### src/cp_pkg.sv
`default_nettype none

package cp_pkg;

  localparam int NUM_COL     = 2;   // compute columns
  localparam int INSTR_W     = 32;
  localparam int PHIT_W      = 64;  // two instructions per beat
  localparam int TABLE_DEPTH = 32;
  localparam int TABLE_AW    = 5;
  localparam int PC_W        = 12;
  localparam int BURST_LEN   = 16;  // beats per image
  localparam int M_AXI_AW    = 64;
  localparam int S_AXI_AW    = 6;
  localparam int S_AXI_DW    = 32;
  localparam int CNT_W       = 32;

  localparam logic [S_AXI_AW-1:0] ADDR_CTRL   = 6'h00;
  localparam logic [S_AXI_AW-1:0] ADDR_GIE    = 6'h04;
  localparam logic [S_AXI_AW-1:0] ADDR_IER    = 6'h08;
  localparam logic [S_AXI_AW-1:0] ADDR_ISR    = 6'h0C;
  localparam logic [S_AXI_AW-1:0] ADDR_PTR_LO = 6'h10;
  localparam logic [S_AXI_AW-1:0] ADDR_PTR_HI = 6'h14;

  localparam int CTRL_START = 0;
  localparam int CTRL_DONE  = 1;
  localparam int CTRL_IDLE  = 2;
  localparam int CTRL_READY = 3;

  typedef logic [INSTR_W-1:0]  instr_t;
  typedef logic [PHIT_W-1:0]   phit_t;
  typedef logic [TABLE_AW-1:0] tbl_addr_t;
  typedef logic [PC_W-1:0]     pc_t;
  typedef logic [M_AXI_AW-1:0] maddr_t;
  typedef logic [CNT_W-1:0]    cnt_t;

endpackage

`default_nettype wire

### src/instr_table_if.sv
`timescale 1ns/10ps
`default_nettype none

interface instr_table_if;

  logic              wr_en;
  cp_pkg::tbl_addr_t wr_addr;    // lower of the two slots
  cp_pkg::phit_t     wr_data;
  logic              fill_done;  // full image present

  modport producer (
    output wr_en,
    output wr_addr,
    output wr_data,
    output fill_done
  );

  modport buffer (
    input wr_en,
    input wr_addr,
    input wr_data,
    input fill_done
  );

endinterface

`default_nettype wire

### src/control_regs.sv
`timescale 1ns/10ps
`default_nettype none

module control_regs (
  input  wire                             ap_clk,
  input  wire                             areset,
  input  wire  [cp_pkg::S_AXI_AW-1:0]     awaddr,
  input  wire                             awvalid,
  input  wire  [cp_pkg::S_AXI_DW-1:0]     wdata,
  input  wire  [cp_pkg::S_AXI_DW/8-1:0]   wstrb,
  input  wire                             wvalid,
  input  wire                             bready,
  input  wire  [cp_pkg::S_AXI_AW-1:0]     araddr,
  input  wire                             arvalid,
  input  wire                             rready,
  input  wire                             done_loader,
  output logic                            awready,
  output logic                            wready,
  output logic [1:0]                      bresp,
  output logic                            bvalid,
  output logic                            arready,
  output logic [cp_pkg::S_AXI_DW-1:0]     rdata,
  output logic [1:0]                      rresp,
  output logic                            rvalid,
  output logic                            interrupt,
  output cp_pkg::maddr_t                  ptr,
  output logic                            ap_start_pulse
);

  logic [cp_pkg::S_AXI_DW-1:0] wmask;
  logic [cp_pkg::S_AXI_DW-1:0] rdata_next;
  logic                        wr_hs;
  logic                        rd_hs;
  logic                        ctrl_rd;
  logic                        ap_start;
  logic                        ap_start_r;
  logic                        ap_idle;
  logic                        ap_done;
  logic                        ap_ready;
  logic                        gie;
  logic [1:0]                  ier;
  logic [1:0]                  isr;   // bit 0 done, bit 1 ready

  assign wr_hs   = awvalid & awready;  // aw and w go together
  assign rd_hs   = arvalid & arready;
  assign ctrl_rd = rd_hs && (araddr == cp_pkg::ADDR_CTRL);

  assign bresp = 2'b00;  // always okay
  assign rresp = 2'b00;

  always_comb begin
    for (int i = 0; i < cp_pkg::S_AXI_DW / 8; i++) begin
      wmask[8*i +: 8] = {8{wstrb[i]}};
    end
  end

  // write channel handshake
  always_ff @(posedge ap_clk) begin
    if (areset) begin
      awready <= 1'b0;
      wready  <= 1'b0;
      bvalid  <= 1'b0;
    end else begin
      awready <= awvalid & wvalid & ~awready & ~bvalid;
      wready  <= awvalid & wvalid & ~awready & ~bvalid;
      if (wr_hs) begin
        bvalid <= 1'b1;
      end else if (bready) begin
        bvalid <= 1'b0;
      end
    end
  end

  // read channel handshake
  always_ff @(posedge ap_clk) begin
    if (areset) begin
      arready <= 1'b0;
      rvalid  <= 1'b0;
    end else begin
      arready <= arvalid & ~arready & ~rvalid;  // one response in flight
      if (rd_hs) begin
        rvalid <= 1'b1;
      end else if (rready) begin
        rvalid <= 1'b0;
      end
    end
  end

  always_comb begin
    rdata_next = '0;
    case (araddr)
      cp_pkg::ADDR_CTRL: begin
        rdata_next[cp_pkg::CTRL_START] = ap_start;
        rdata_next[cp_pkg::CTRL_DONE]  = ap_done;
        rdata_next[cp_pkg::CTRL_IDLE]  = ap_idle;
        rdata_next[cp_pkg::CTRL_READY] = ap_ready;
      end
      cp_pkg::ADDR_GIE:    rdata_next[0]   = gie;
      cp_pkg::ADDR_IER:    rdata_next[1:0] = ier;
      cp_pkg::ADDR_ISR:    rdata_next[1:0] = isr;
      cp_pkg::ADDR_PTR_LO: rdata_next      = ptr[31:0];
      cp_pkg::ADDR_PTR_HI: rdata_next      = ptr[63:32];
      default:             rdata_next      = '0;
    endcase
  end

  always_ff @(posedge ap_clk) begin
    if (rd_hs) begin
      rdata <= rdata_next;  // held until rready
    end
  end

  always_ff @(posedge ap_clk) begin
    if (wr_hs && awaddr == cp_pkg::ADDR_PTR_LO) begin
      ptr[31:0] <= (ptr[31:0] & ~wmask) | (wdata & wmask);
    end
    if (wr_hs && awaddr == cp_pkg::ADDR_PTR_HI) begin
      ptr[63:32] <= (ptr[63:32] & ~wmask) | (wdata & wmask);
    end
  end

  // kernel start / done / idle bookkeeping
  always_ff @(posedge ap_clk) begin
    if (areset) begin
      ap_start   <= 1'b0;
      ap_start_r <= 1'b0;
      ap_idle    <= 1'b1;
      ap_done    <= 1'b0;
      ap_ready   <= 1'b0;
    end else begin
      ap_start_r <= ap_start;
      if (done_loader) begin
        ap_start <= 1'b0;
      end else if (wr_hs && awaddr == cp_pkg::ADDR_CTRL && wstrb[0] &&
                   wdata[cp_pkg::CTRL_START]) begin
        ap_start <= 1'b1;
      end
      if (done_loader) begin
        ap_idle <= 1'b1;
      end else if (ap_start_pulse) begin
        ap_idle <= 1'b0;
      end
      if (done_loader) begin
        ap_done  <= 1'b1;  // sticky until ctrl is read
        ap_ready <= 1'b1;
      end else if (ctrl_rd) begin
        ap_done  <= 1'b0;
        ap_ready <= 1'b0;
      end
    end
  end

  assign ap_start_pulse = ap_start & ~ap_start_r;

  // interrupt registers
  always_ff @(posedge ap_clk) begin
    if (areset) begin
      gie <= 1'b0;
      ier <= 2'b00;
      isr <= 2'b00;
    end else begin
      if (wr_hs && awaddr == cp_pkg::ADDR_GIE && wstrb[0]) begin
        gie <= wdata[0];
      end
      if (wr_hs && awaddr == cp_pkg::ADDR_IER && wstrb[0]) begin
        ier <= wdata[1:0];
      end
      if (done_loader) begin
        isr <= 2'b11;
      end else if (wr_hs && awaddr == cp_pkg::ADDR_ISR && wstrb[0]) begin
        isr <= isr ^ wdata[1:0];  // toggle on write 1
      end
    end
  end

  assign interrupt = gie & (|(ier & isr));

  a_bvalid_after_write: assert property (@(posedge ap_clk) disable iff (areset)
    $rose(bvalid) |-> $past(awvalid && awready && wvalid && wready));

endmodule

`default_nettype wire

### src/instr_fetch.sv
`timescale 1ns/10ps
`default_nettype none

module instr_fetch (
  input  wire                    ap_clk,
  input  wire                    areset,
  input  wire                    ap_start_pulse,
  input  wire cp_pkg::maddr_t    ptr,
  input  wire                    m_axi_arready,
  input  wire                    m_axi_rvalid,
  input  wire cp_pkg::phit_t     m_axi_rdata,
  input  wire                    m_axi_rlast,
  output logic                   m_axi_arvalid,
  output cp_pkg::maddr_t         m_axi_araddr,
  output logic [7:0]             m_axi_arlen,
  output logic                   m_axi_rready,
  output logic                   done_loader,
  output cp_pkg::cnt_t           cycle_register,
  instr_table_if.producer        tbl
);

  typedef enum logic [1:0] {
    IDLE,
    ADDR,
    DATA,
    DONE
  } state_t;

  state_t                      state;
  logic [cp_pkg::TABLE_AW-2:0] beat_cnt;  // beats within the burst
  logic                        beat_fire;
  logic                        launch;

  assign launch    = (state == IDLE) && ap_start_pulse;
  assign beat_fire = m_axi_rvalid & m_axi_rready;

  assign m_axi_arvalid = (state == ADDR);
  assign m_axi_rready  = (state == DATA);
  assign done_loader   = (state == DONE);
  assign m_axi_arlen   = 8'(cp_pkg::BURST_LEN - 1);

  always_ff @(posedge ap_clk) begin
    if (areset) begin
      state <= IDLE;
    end else begin
      case (state)
        IDLE:    if (ap_start_pulse) state <= ADDR;
        ADDR:    if (m_axi_arready) state <= DATA;
        DATA:    if (beat_fire && m_axi_rlast) state <= DONE;
        DONE:    state <= IDLE;
        default: state <= IDLE;
      endcase
    end
  end

  always_ff @(posedge ap_clk) begin
    if (launch) begin
      m_axi_araddr <= ptr;  // whole image in one burst
    end
  end

  always_ff @(posedge ap_clk) begin
    if (areset) begin
      beat_cnt       <= '0;
      tbl.wr_en      <= 1'b0;
      tbl.fill_done  <= 1'b0;
      cycle_register <= '0;
    end else begin
      tbl.wr_en <= beat_fire;
      if (launch) begin
        beat_cnt <= '0;
      end else if (beat_fire) begin
        beat_cnt <= beat_cnt + 1'b1;
      end
      if (ap_start_pulse) begin
        tbl.fill_done <= 1'b0;
      end else if (done_loader) begin
        tbl.fill_done <= 1'b1;
      end
      if (launch) begin
        cycle_register <= cp_pkg::cnt_t'(1);
      end else if (state != IDLE) begin
        cycle_register <= cycle_register + 1'b1;  // holds once back in idle
      end
    end
  end

  always_ff @(posedge ap_clk) begin
    if (beat_fire) begin
      tbl.wr_addr <= {beat_cnt, 1'b0};
      tbl.wr_data <= m_axi_rdata;
    end
  end

  a_arvalid_hold: assert property (@(posedge ap_clk) disable iff (areset)
    m_axi_arvalid && !m_axi_arready |=> m_axi_arvalid && $stable(m_axi_araddr));

  a_rlast_on_last_beat: assert property (@(posedge ap_clk) disable iff (areset)
    beat_fire |-> (m_axi_rlast == (int'(beat_cnt) == cp_pkg::BURST_LEN - 1)));

endmodule

`default_nettype wire

### src/instr_table.sv
`timescale 1ns/10ps
`default_nettype none

module instr_table (
  input  wire                                          ap_clk,
  input  wire                                          areset,
  input  wire cp_pkg::tbl_addr_t [cp_pkg::NUM_COL-1:0] rd_addr,
  output cp_pkg::instr_t [cp_pkg::NUM_COL-1:0]         rd_data,
  instr_table_if.buffer                                tbl
);

  cp_pkg::instr_t    mem [cp_pkg::TABLE_DEPTH];
  cp_pkg::tbl_addr_t hi_addr;

  assign hi_addr = tbl.wr_addr + 1'b1;  // upper instruction of the beat

  always_ff @(posedge ap_clk) begin
    if (tbl.wr_en) begin
      mem[tbl.wr_addr] <= tbl.wr_data[cp_pkg::INSTR_W-1:0];
      mem[hi_addr]     <= tbl.wr_data[cp_pkg::PHIT_W-1:cp_pkg::INSTR_W];
    end
  end

  // partial image reads as nop
  always_comb begin
    for (int c = 0; c < cp_pkg::NUM_COL; c++) begin
      rd_data[c] = tbl.fill_done ? mem[rd_addr[c]] : '0;
    end
  end

  a_no_write_when_full: assert property (@(posedge ap_clk) disable iff (areset)
    tbl.wr_en |-> !tbl.fill_done);

endmodule

`default_nettype wire

### src/pc_sequencer.sv
`timescale 1ns/10ps
`default_nettype none

module pc_sequencer (
  input  wire                                          ap_clk,
  input  wire                                          areset,
  input  wire [cp_pkg::NUM_COL-1:0]                    clken_pc,
  input  wire [cp_pkg::NUM_COL-1:0]                    load_pc,
  input  wire [cp_pkg::NUM_COL-1:0]                    incr_pc,
  input  wire cp_pkg::pc_t [cp_pkg::NUM_COL-1:0]       load_value_pc,
  input  wire                                          done_steady,
  input  wire cp_pkg::instr_t [cp_pkg::NUM_COL-1:0]    rd_data,
  output cp_pkg::tbl_addr_t [cp_pkg::NUM_COL-1:0]      rd_addr,
  output cp_pkg::instr_t [cp_pkg::NUM_COL-1:0]         instr
);

  cp_pkg::pc_t pc [cp_pkg::NUM_COL];

  always_ff @(posedge ap_clk) begin
    if (areset) begin
      for (int c = 0; c < cp_pkg::NUM_COL; c++) begin
        pc[c] <= '0;
      end
    end else begin
      for (int c = 0; c < cp_pkg::NUM_COL; c++) begin
        if (clken_pc[c]) begin
          if (load_pc[c]) begin
            pc[c] <= load_value_pc[c];  // load beats incr
          end else if (incr_pc[c]) begin
            pc[c] <= pc[c] + 1'b1;
          end
        end
      end
    end
  end

  always_comb begin
    for (int c = 0; c < cp_pkg::NUM_COL; c++) begin
      rd_addr[c] = pc[c][cp_pkg::TABLE_AW-1:0];  // wraps modulo table depth
      instr[c]   = done_steady ? '0 : rd_data[c];
    end
  end

endmodule

`default_nettype wire

### src/control_plane.sv
`timescale 1ns/10ps
`default_nettype none

module control_plane (
  input  wire                                          ap_clk,
  input  wire                                          areset,
  input  wire  [cp_pkg::S_AXI_AW-1:0]                  awaddr,
  input  wire                                          awvalid,
  input  wire  [cp_pkg::S_AXI_DW-1:0]                  wdata,
  input  wire  [cp_pkg::S_AXI_DW/8-1:0]                wstrb,
  input  wire                                          wvalid,
  input  wire                                          bready,
  input  wire  [cp_pkg::S_AXI_AW-1:0]                  araddr,
  input  wire                                          arvalid,
  input  wire                                          rready,
  output logic                                         awready,
  output logic                                         wready,
  output logic [1:0]                                   bresp,
  output logic                                         bvalid,
  output logic                                         arready,
  output logic [cp_pkg::S_AXI_DW-1:0]                  rdata,
  output logic [1:0]                                   rresp,
  output logic                                         rvalid,
  output logic                                         interrupt,
  input  wire                                          m_axi_arready,
  input  wire                                          m_axi_rvalid,
  input  wire cp_pkg::phit_t                           m_axi_rdata,
  input  wire                                          m_axi_rlast,
  output logic                                         m_axi_arvalid,
  output cp_pkg::maddr_t                               m_axi_araddr,
  output logic [7:0]                                   m_axi_arlen,
  output logic                                         m_axi_rready,
  input  wire                                          done_steady,
  input  wire  [cp_pkg::NUM_COL-1:0]                   clken_pc,
  input  wire  [cp_pkg::NUM_COL-1:0]                   load_pc,
  input  wire  [cp_pkg::NUM_COL-1:0]                   incr_pc,
  input  wire  [cp_pkg::NUM_COL*cp_pkg::PC_W-1:0]      load_value_pc,
  output cp_pkg::cnt_t                                 cycle_register,
  output logic [cp_pkg::NUM_COL*cp_pkg::INSTR_W-1:0]   instr,
  output logic                                         done_loader
);

  cp_pkg::maddr_t                              ptr;
  logic                                        ap_start_pulse;
  cp_pkg::tbl_addr_t [cp_pkg::NUM_COL-1:0]     rd_addr;
  cp_pkg::instr_t [cp_pkg::NUM_COL-1:0]        rd_data;

  instr_table_if tbl_if ();

  control_regs u_control_regs (
    .ap_clk         (ap_clk),
    .areset         (areset),
    .awaddr         (awaddr),
    .awvalid        (awvalid),
    .wdata          (wdata),
    .wstrb          (wstrb),
    .wvalid         (wvalid),
    .bready         (bready),
    .araddr         (araddr),
    .arvalid        (arvalid),
    .rready         (rready),
    .done_loader    (done_loader),
    .awready        (awready),
    .wready         (wready),
    .bresp          (bresp),
    .bvalid         (bvalid),
    .arready        (arready),
    .rdata          (rdata),
    .rresp          (rresp),
    .rvalid         (rvalid),
    .interrupt      (interrupt),
    .ptr            (ptr),
    .ap_start_pulse (ap_start_pulse)
  );

  instr_fetch u_instr_fetch (
    .ap_clk         (ap_clk),
    .areset         (areset),
    .ap_start_pulse (ap_start_pulse),
    .ptr            (ptr),
    .m_axi_arready  (m_axi_arready),
    .m_axi_rvalid   (m_axi_rvalid),
    .m_axi_rdata    (m_axi_rdata),
    .m_axi_rlast    (m_axi_rlast),
    .m_axi_arvalid  (m_axi_arvalid),
    .m_axi_araddr   (m_axi_araddr),
    .m_axi_arlen    (m_axi_arlen),
    .m_axi_rready   (m_axi_rready),
    .done_loader    (done_loader),
    .cycle_register (cycle_register),
    .tbl            (tbl_if.producer)
  );

  instr_table u_instr_table (
    .ap_clk  (ap_clk),
    .areset  (areset),
    .rd_addr (rd_addr),
    .rd_data (rd_data),
    .tbl     (tbl_if.buffer)
  );

  pc_sequencer u_pc_sequencer (
    .ap_clk        (ap_clk),
    .areset        (areset),
    .clken_pc      (clken_pc),
    .load_pc       (load_pc),
    .incr_pc       (incr_pc),
    .load_value_pc (load_value_pc),
    .done_steady   (done_steady),
    .rd_data       (rd_data),
    .rd_addr       (rd_addr),
    .instr         (instr)
  );

endmodule

`default_nettype wire

### config.mk
export PLATFORM = sky130hd
export DESIGN_NAME = control_plane
export DESIGN_NICKNAME = d
export VERILOG_FILES = /design/src/cp_pkg.sv /design/src/instr_table_if.sv /design/src/control_regs.sv /design/src/instr_fetch.sv /design/src/instr_table.sv /design/src/pc_sequencer.sv /design/src/control_plane.sv
export SDC_FILE = /design/constraint.sdc
export NUM_CORES = 2
export LEC_CHECK = 0
export CORE_ASPECT_RATIO = 1.1
export CORE_MARGIN = 3
export CORE_UTILIZATION = 33
export CTS_BUF_LIST = sky130_fd_sc_hd__clkbuf_4
export CTS_CLUSTER_DIAMETER = 150
export DETAILED_ROUTE_END_ITERATION = 8
export DONT_BUFFER_PORTS = 1
export PLACE_DENSITY = 0.56
export SETUP_SLACK_MARGIN = 0.2
export SLEW_MARGIN = 15
export SYNTH_ARGS = -nofsm -noshare
export SYNTH_HDL_FRONTEND = slang
export SYNTH_SLANG_ARGS = --single-unit
### constraint.sdc
create_clock -name ap_clk -period 8.1 [get_ports ap_clk]
set_clock_uncertainty 0.05 [all_clocks]
set_input_delay 0.405 -clock ap_clk [delete_from_list [all_inputs] [get_ports ap_clk]]
set_output_delay 0.405 -clock ap_clk [all_outputs]
set_load 0.05 [all_outputs]
Word level (Yosys, flattened, before mapping):

Memory sizes are Yosys's and may differ from the RTL's.
Index checks and enable logic that the tools add are counted.

* bits in registers: 281
* memory bits (writable): 1048
* bits of input ports: 153
* output and inout port bits: 213
* memories: 2

Memory list
* u_instr_table.mem: words 32, bits a word 32, rd ports 2, clocked after memory_dff 0, write ports 2, line instr_table.sv:12 `cp_pkg::instr_t mem [cp_pkg::TABLE_DEPTH];`
* u_pc_sequencer.pc: words 2, bits a word 12, rd ports 2, clocked after memory_dff 0, write ports 2, line pc_sequencer.sv:17 `cp_pkg::pc_t pc [cp_pkg::NUM_COL];`

* $add $sub $neg: 5
* eq/ne operators: 16
* multiplexer cells: 48
* bitwise operators: 27
* reduce and logical (&&, ||, !) cells: 28

Operator list (number)
* 32-bit two-way mux: 4
* 32-bit bitwise AND: 3
* 32-bit OR: 2
* 28-bit case mux with 2 select lines: 1
* 12-bit two-way mux: 4
* 32-bit by 1-bit adder with 32-bit output, second input constant: 1
* 32-bit inverter: 1
* 1-bit two-way mux: 30
* 12-bit by 1-bit adder with 12-bit output, second input constant: 2
* 6-bit by 4-bit equality test with 1-bit output, second input constant: 4
* 6-bit by 5-bit equality test with 1-bit output, second input constant: 4
* 1-bit logical AND: 14
* 6-bit by 3-bit equality test with 1-bit output, second input constant: 2
* 6-bit zero test: 2
* 2-bit nonzero test: 6
* 1-bit bitwise AND: 10
* 2-bit two-way mux: 5
* 2-bit case mux with 4 select lines: 1
* 2-bit OR reduction: 4
* 1-bit case mux with 6 select lines: 1
* 2-bit case mux with 3 select lines: 1
* 5-bit by 1-bit adder with 5-bit output, second input constant: 1
* 1-bit inverter: 5
* 1-bit case mux with 5 select lines: 1
* other kinds (10): 15

Logic depth before layout (Yosys ltp):

* depth in word-level cells: 6
* mapped depth: 8

Modules after synthesis:

From an unflattened synthesis, not the netlist that was laid out.

* cells, all modules: 4445
* area total of the unflattened synthesis: 71476.1 µm²

Modules (own cells, without submodules)
* instr_table: times used 1, cells an instance 3693, area each 60305.3 µm², seq. area each 30749.5 µm²
* instr_fetch: times used 1, cells an instance 369, area each 5990.7 µm², seq. area each 4764.6 µm²
* control_regs: times used 1, cells an instance 257, area each 4127.7 µm², seq. area each 3143.0 µm²
* pc_sequencer: times used 1, cells an instance 126, area each 1052.3 µm², seq. area each 300.3 µm²

Worst setup path after synthesis:

OpenSTA, ideal clock, no wires.

* kind: register to register
* start point: register u_instr_fetch.tbl.wr_addr[4]
* end point: memory u_instr_table.mem[0][0] (netlist name), enable pin
* arrival time: 5265 ps
* data required time: 7485 ps
* setup slack: 2220 ps
* stages on the path, launching flop included: 3
* path buffers: 0
* clock period less this slack: 5880 ps
* path through: edfxtp_1 > or3b_2 > nor3_1

RTL lines
* from (decl): line instr_table_if.sv:13 `output wr_addr,`
* from (signal assigned): line instr_fetch.sv:90 `tbl.wr_addr <= {beat_cnt, 1'b0};`
* to (decl): line instr_table.sv:12

==> metrics.md <==
| Metric | Value |
|---|---|
| Count of buffers from port buffering | 0 |
| Die outline area | 180300 µm² |
| Worst Setup Start Kind | flip-flop |
| Synth Area in Compound Gates | 0.05241 |
| Dominant cell type by area after synthesis | edfxtp_1 |
| Total power after layout | 14630 µW |
| Slowest stage delay, CP | 0.96 ns |
| Peak Freq | 0.1776 GHz |
| Power density normalized to cell area | 214.7 nW/µm² |
| Element type at the critical path end | primary output |
| Share of synthesized area spent on multiplexers | 0.2208 |
| Number of clock sinks seen by CTS | 1315 |
| Final period demand of the worst path | 5.631 ns |
| Total buffers and inverters traversed by the critical path | 2 |
| Unique masters post-synth | 59 |
| Run status | finished, final reports clean |
| Total Neg Setup Slack | 0 ns |
| Worst EP required | 7.65 ns |
| Pre-antenna DRT Iters | 6 |
| Commonest cells after routing, fill and taps aside | edfxtp_1 (1262), clkbuf_4 (497), mux4_2 (416) |
| Startpoint of the most critical register-to-register path | u_control_regs.awready$_SDFF_PP0_ |
| Share of synthesized cell area in full adder, half adder and majority cells | 0.001947 |
| Die span in x | 405.2 µm |
| Switch share | 0.2441 |
| Clk slew on worst S/H paths | 0.07 ns |
| Final antenna-violating net count | 0 |
| Simple-gate portion of the synthesized area | 0.02816 |
| Number of nets in the layout | 3761 |
| Share of the synthesized netlist area taken by xor and xnor gates | 0.003180 |
| HP Class | in -> reg |
| Crit-path leading delay family | buffers and inverters |
| Hold path cells | 3 |
| TritonCTS clock tree | done |
| Share of total power in combinational logic | 0.096 |
| Share of synthesized area occupied by flip-flops and latches | 0.6735 |
| Gr ovfl total | 0 |
| Maximum buffer depth of the clock tree | 4 |
| Aggregate routed wire length | 172300 µm |
| Post-synthesis instance area | 57840 µm² |
| DRC violation count after routing | 0 |
| Top-level I/O count | 366 |
| Worst Max-Slew Pin Slew | 1.185 ns |
| Setup repair after global routing missed its margin | no |
| Avg Cell Area, Syn | 18.84 µm² |
| Buffer type at the clock tree root | clkbuf_4 |
| Number of warnings reported in the yosys synthesis log | 0 |
| Num CTS Buffers | 360 |
| Worst-case headroom to the max-slew limit | 0.2089 |
| Ys flop type | edfxtp_1 |
| Cell Int Power | 11060 µW |
| Total number of vias | 34240 |
| Flops & latches, synth | 1315 |
| Fraction of post-synthesis cell area in the top cell type by area | 0.6552 |
| Slowest cell on the critical path | a211oi_2 |
| Cell repeated most along the worst path | buf_4 |
| Async set-reset flop share out of synthesis | 0 |
| Number of standard cells after synthesis | 3070 |
| Main combinational cell family by area after synthesis | multiplexers |
| Arr. time, crit path | 5.18 ns |
| R2r setup slk | 3.55 ns |
| HPWL reported at the end of detailed placement | 94700 µm |
| Global-route wire length before repair | 246800 µm |
| Switching power | 3572 µW |
| R2R cell count | 6 |
| WL per Instance | 28.19 µm |
| Worst-case vdd ir drop | 0.1197 mV |
| Path type of the worst setup path | reg -> out |
| Total number of placement rows | 160 |
| P&R area growth vs syn | 17.82% |
| Endpoints failing setup | 0 |
| Maximum number of pins on one net before global-route repair | 113 |
| Sequential Power Share | 0.512 |
| Most common library cell in the layout ignoring fill and taps | edfxtp_1 |
| Placer Congestion | 0.7665 |
| Clock latency reported for the late side of the worst-skew pair | 1.27 ns |
| Number of global-route vias before repair | 36050 |
| Max Fanout on Critical Path | 52 |
| Core Area | 173600 µm² |
| Static leakage | 0.02143 µW |
| Die Y | 445.1 µm |
| Slew Limit Fails | 0 |
| Number of enable-type register cells in the synthesized netlist | 1262 |
| Overall Global Routing Usage | 0.1878 |
| Iteration-0 DRC Markers | 2956 |
| Hold Path Origin | m_axi_rvalid |
| Number of levels in the clock H-tree | 5 |
| Max-cap violations | 0 |
| Share of the clock period used by the worst path | 0.6952 |
| Area contributors post-synth | edfxtp_1 (66%), mux4_2 (16%), mux2i_1 (4.6%), dfxtp_1 (1.8%), mux2_2 (1.3%) |
| Tightest hold margin | 0.2363 ns |
| Share of layout cells above drive strength 1 | 0.3170 |
| Effective utilization at floorplan | 0.3333 |
| Number of hold-slack violations in the final timing report | 0 |
| CP Cell Sequence | buf_4 > nand3b_1 > buf_4 > o221ai_1 > a221oi_1 > a211oi_2 |
| Number of antenna violations at the first check in global routing | 8 |
| Hold EP | u_instr_fetch.tbl.wr_en$_SDFF_PP0_ |
| Detailed-route vias per instance | 5.602 |
| Clock group share of total power | 0.392 |
[area by class of cell]
class / count / area (µm²)
repair buffers: 402 / 3856
fillers: 15690 / 105400
well taps: 2268 / 2838
inverters: 18 / 70.07
multi-input cells: 1502 / 18110
clock inverters: 102 / 568.0
clock buffers: 497 / 3731
flip-flops and latches: 1315 / 38960
diodes: 8 / 20.02
[power by group through the flow]
stage                     registers (µW)  clock network (µW)  logic, µW
after floorplan                     7600                   0        923
after global routing                7490                6310       1490
after detailed placement            7630                   0       1270
after CTS                           7490                5920       1410
after global placement              7630                   0       1270
final                               7490                5740       1410
[flip-flops by register name, summed over array words and instances, names as in the netlist, 4 cells and up, named ones only]
name                          flops
u_control_regs.rdata             32
u_instr_fetch.tbl.wr_addr         4
u_instr_fetch.m_axi_araddr       64
u_instr_table.mem              1024
u_instr_fetch.beat_cnt            4
u_pc_sequencer.pc                10
u_instr_fetch.cycle_register     32
u_instr_fetch.tbl.wr_data        64
[repair_timing]
action	CTS	global route
hold buffers	296	0
gates resized for setup	0	0
hold endpoints to repair	353	0
buffers inserted	0	0
[cells in the mapped netlist (29+ instances only)]
| master | n |
|---|---|
| edfxtp_1 | 1262 |
| mux4_2 | 416 |
| mux2i_1 | 267 |
| clkbuf_1 | 124 |
| nand2_1 | 95 |
| buf_2 | 85 |
| nor2_1 | 82 |
| o22ai_1 | 70 |
| mux2_2 | 65 |
| dfxtp_1 | 53 |
| a211oi_1 | 36 |
| or2_2 | 35 |
| a22oi_1 | 34 |
| a221oi_1 | 32 |
| a311o_1 | 32 |
| a41oi_1 | 32 |
| o221ai_1 | 32 |
| o22a_1 | 32 |
| a22o_1 | 29 |
[routing by layer]
layer | share of wire | wire (µm) | global-route usage | vias to the layer above
met4 | 0.029 | 5020 | 0.06795 | 4
met5 | 0.00017 | 29 | 0 | -
met1 | 0.39 | 67430 | 0.2368 | 17940
met3 | 0.084 | 14550 | 0.05271 | 365
met2 | 0.49 | 85280 | 0.3088 | 1651
li1 | - | - | - | 14280
[kinds of logic (layout without fill, tap and decap cells)]
logic type	count (synthesis)	count (layout)
and+or+nand+nor	323	323
buffers and inverters	263	1019
adders and majority gates	9	9
AOI/OAI and AO/OA	389	389
muxes	748	748
other	2	20
xor gates and xnor gates	21	21
DFF	1315	1315
[how the worst max path moves through the flow]
stage | start | end | depth (start not counted) | slack (ns)
after floorplan | u_instr_fetch.tbl.wr_addr[4]$_DFFE_PN_ | u_instr_table.mem[0][0]$_DFFE_PP_ | 2 | 2.22
after global routing | u_pc_sequencer.pc[1][3]$_DFFE_PP_ | instr[39] | 6 | 2.14
final | u_pc_sequencer.pc[1][3]$_DFFE_PP_ | instr[39] | 6 | 2.47
after CTS | u_pc_sequencer.pc[1][3]$_DFFE_PP_ | instr[61] | 6 | 2.22
after detailed placement | u_pc_sequencer.pc[1][3]$_DFFE_PP_ | instr[61] | 6 | 3.70
after global placement | u_pc_sequencer.pc[1][3]$_DFFE_PP_ | instr[61] | 6 | 3.76
[through the flow]
stage	worst slack, ns	instance area [µm²]	utilization	std cells
4_1_cts	2.222	68130	0.3925	6104
5_1_grt	2.139	68150	0.3926	6111
3_5_place_dp	3.702	60860	0.3506	5209
3_3_place_gp	3.756	60860	0.3506	5209
6_report	2.469	68150	0.3927	6112
2_1_floorplan	2.220	57880	-	3080
[worst min-delay path, delay by kind of cell]
family | cells | cell delay [ns]
buffers and inverters | 1 | 0.57
AND/OR/NAND/NOR | 2 | 0.46
Power figures use the tool's default switching activity.
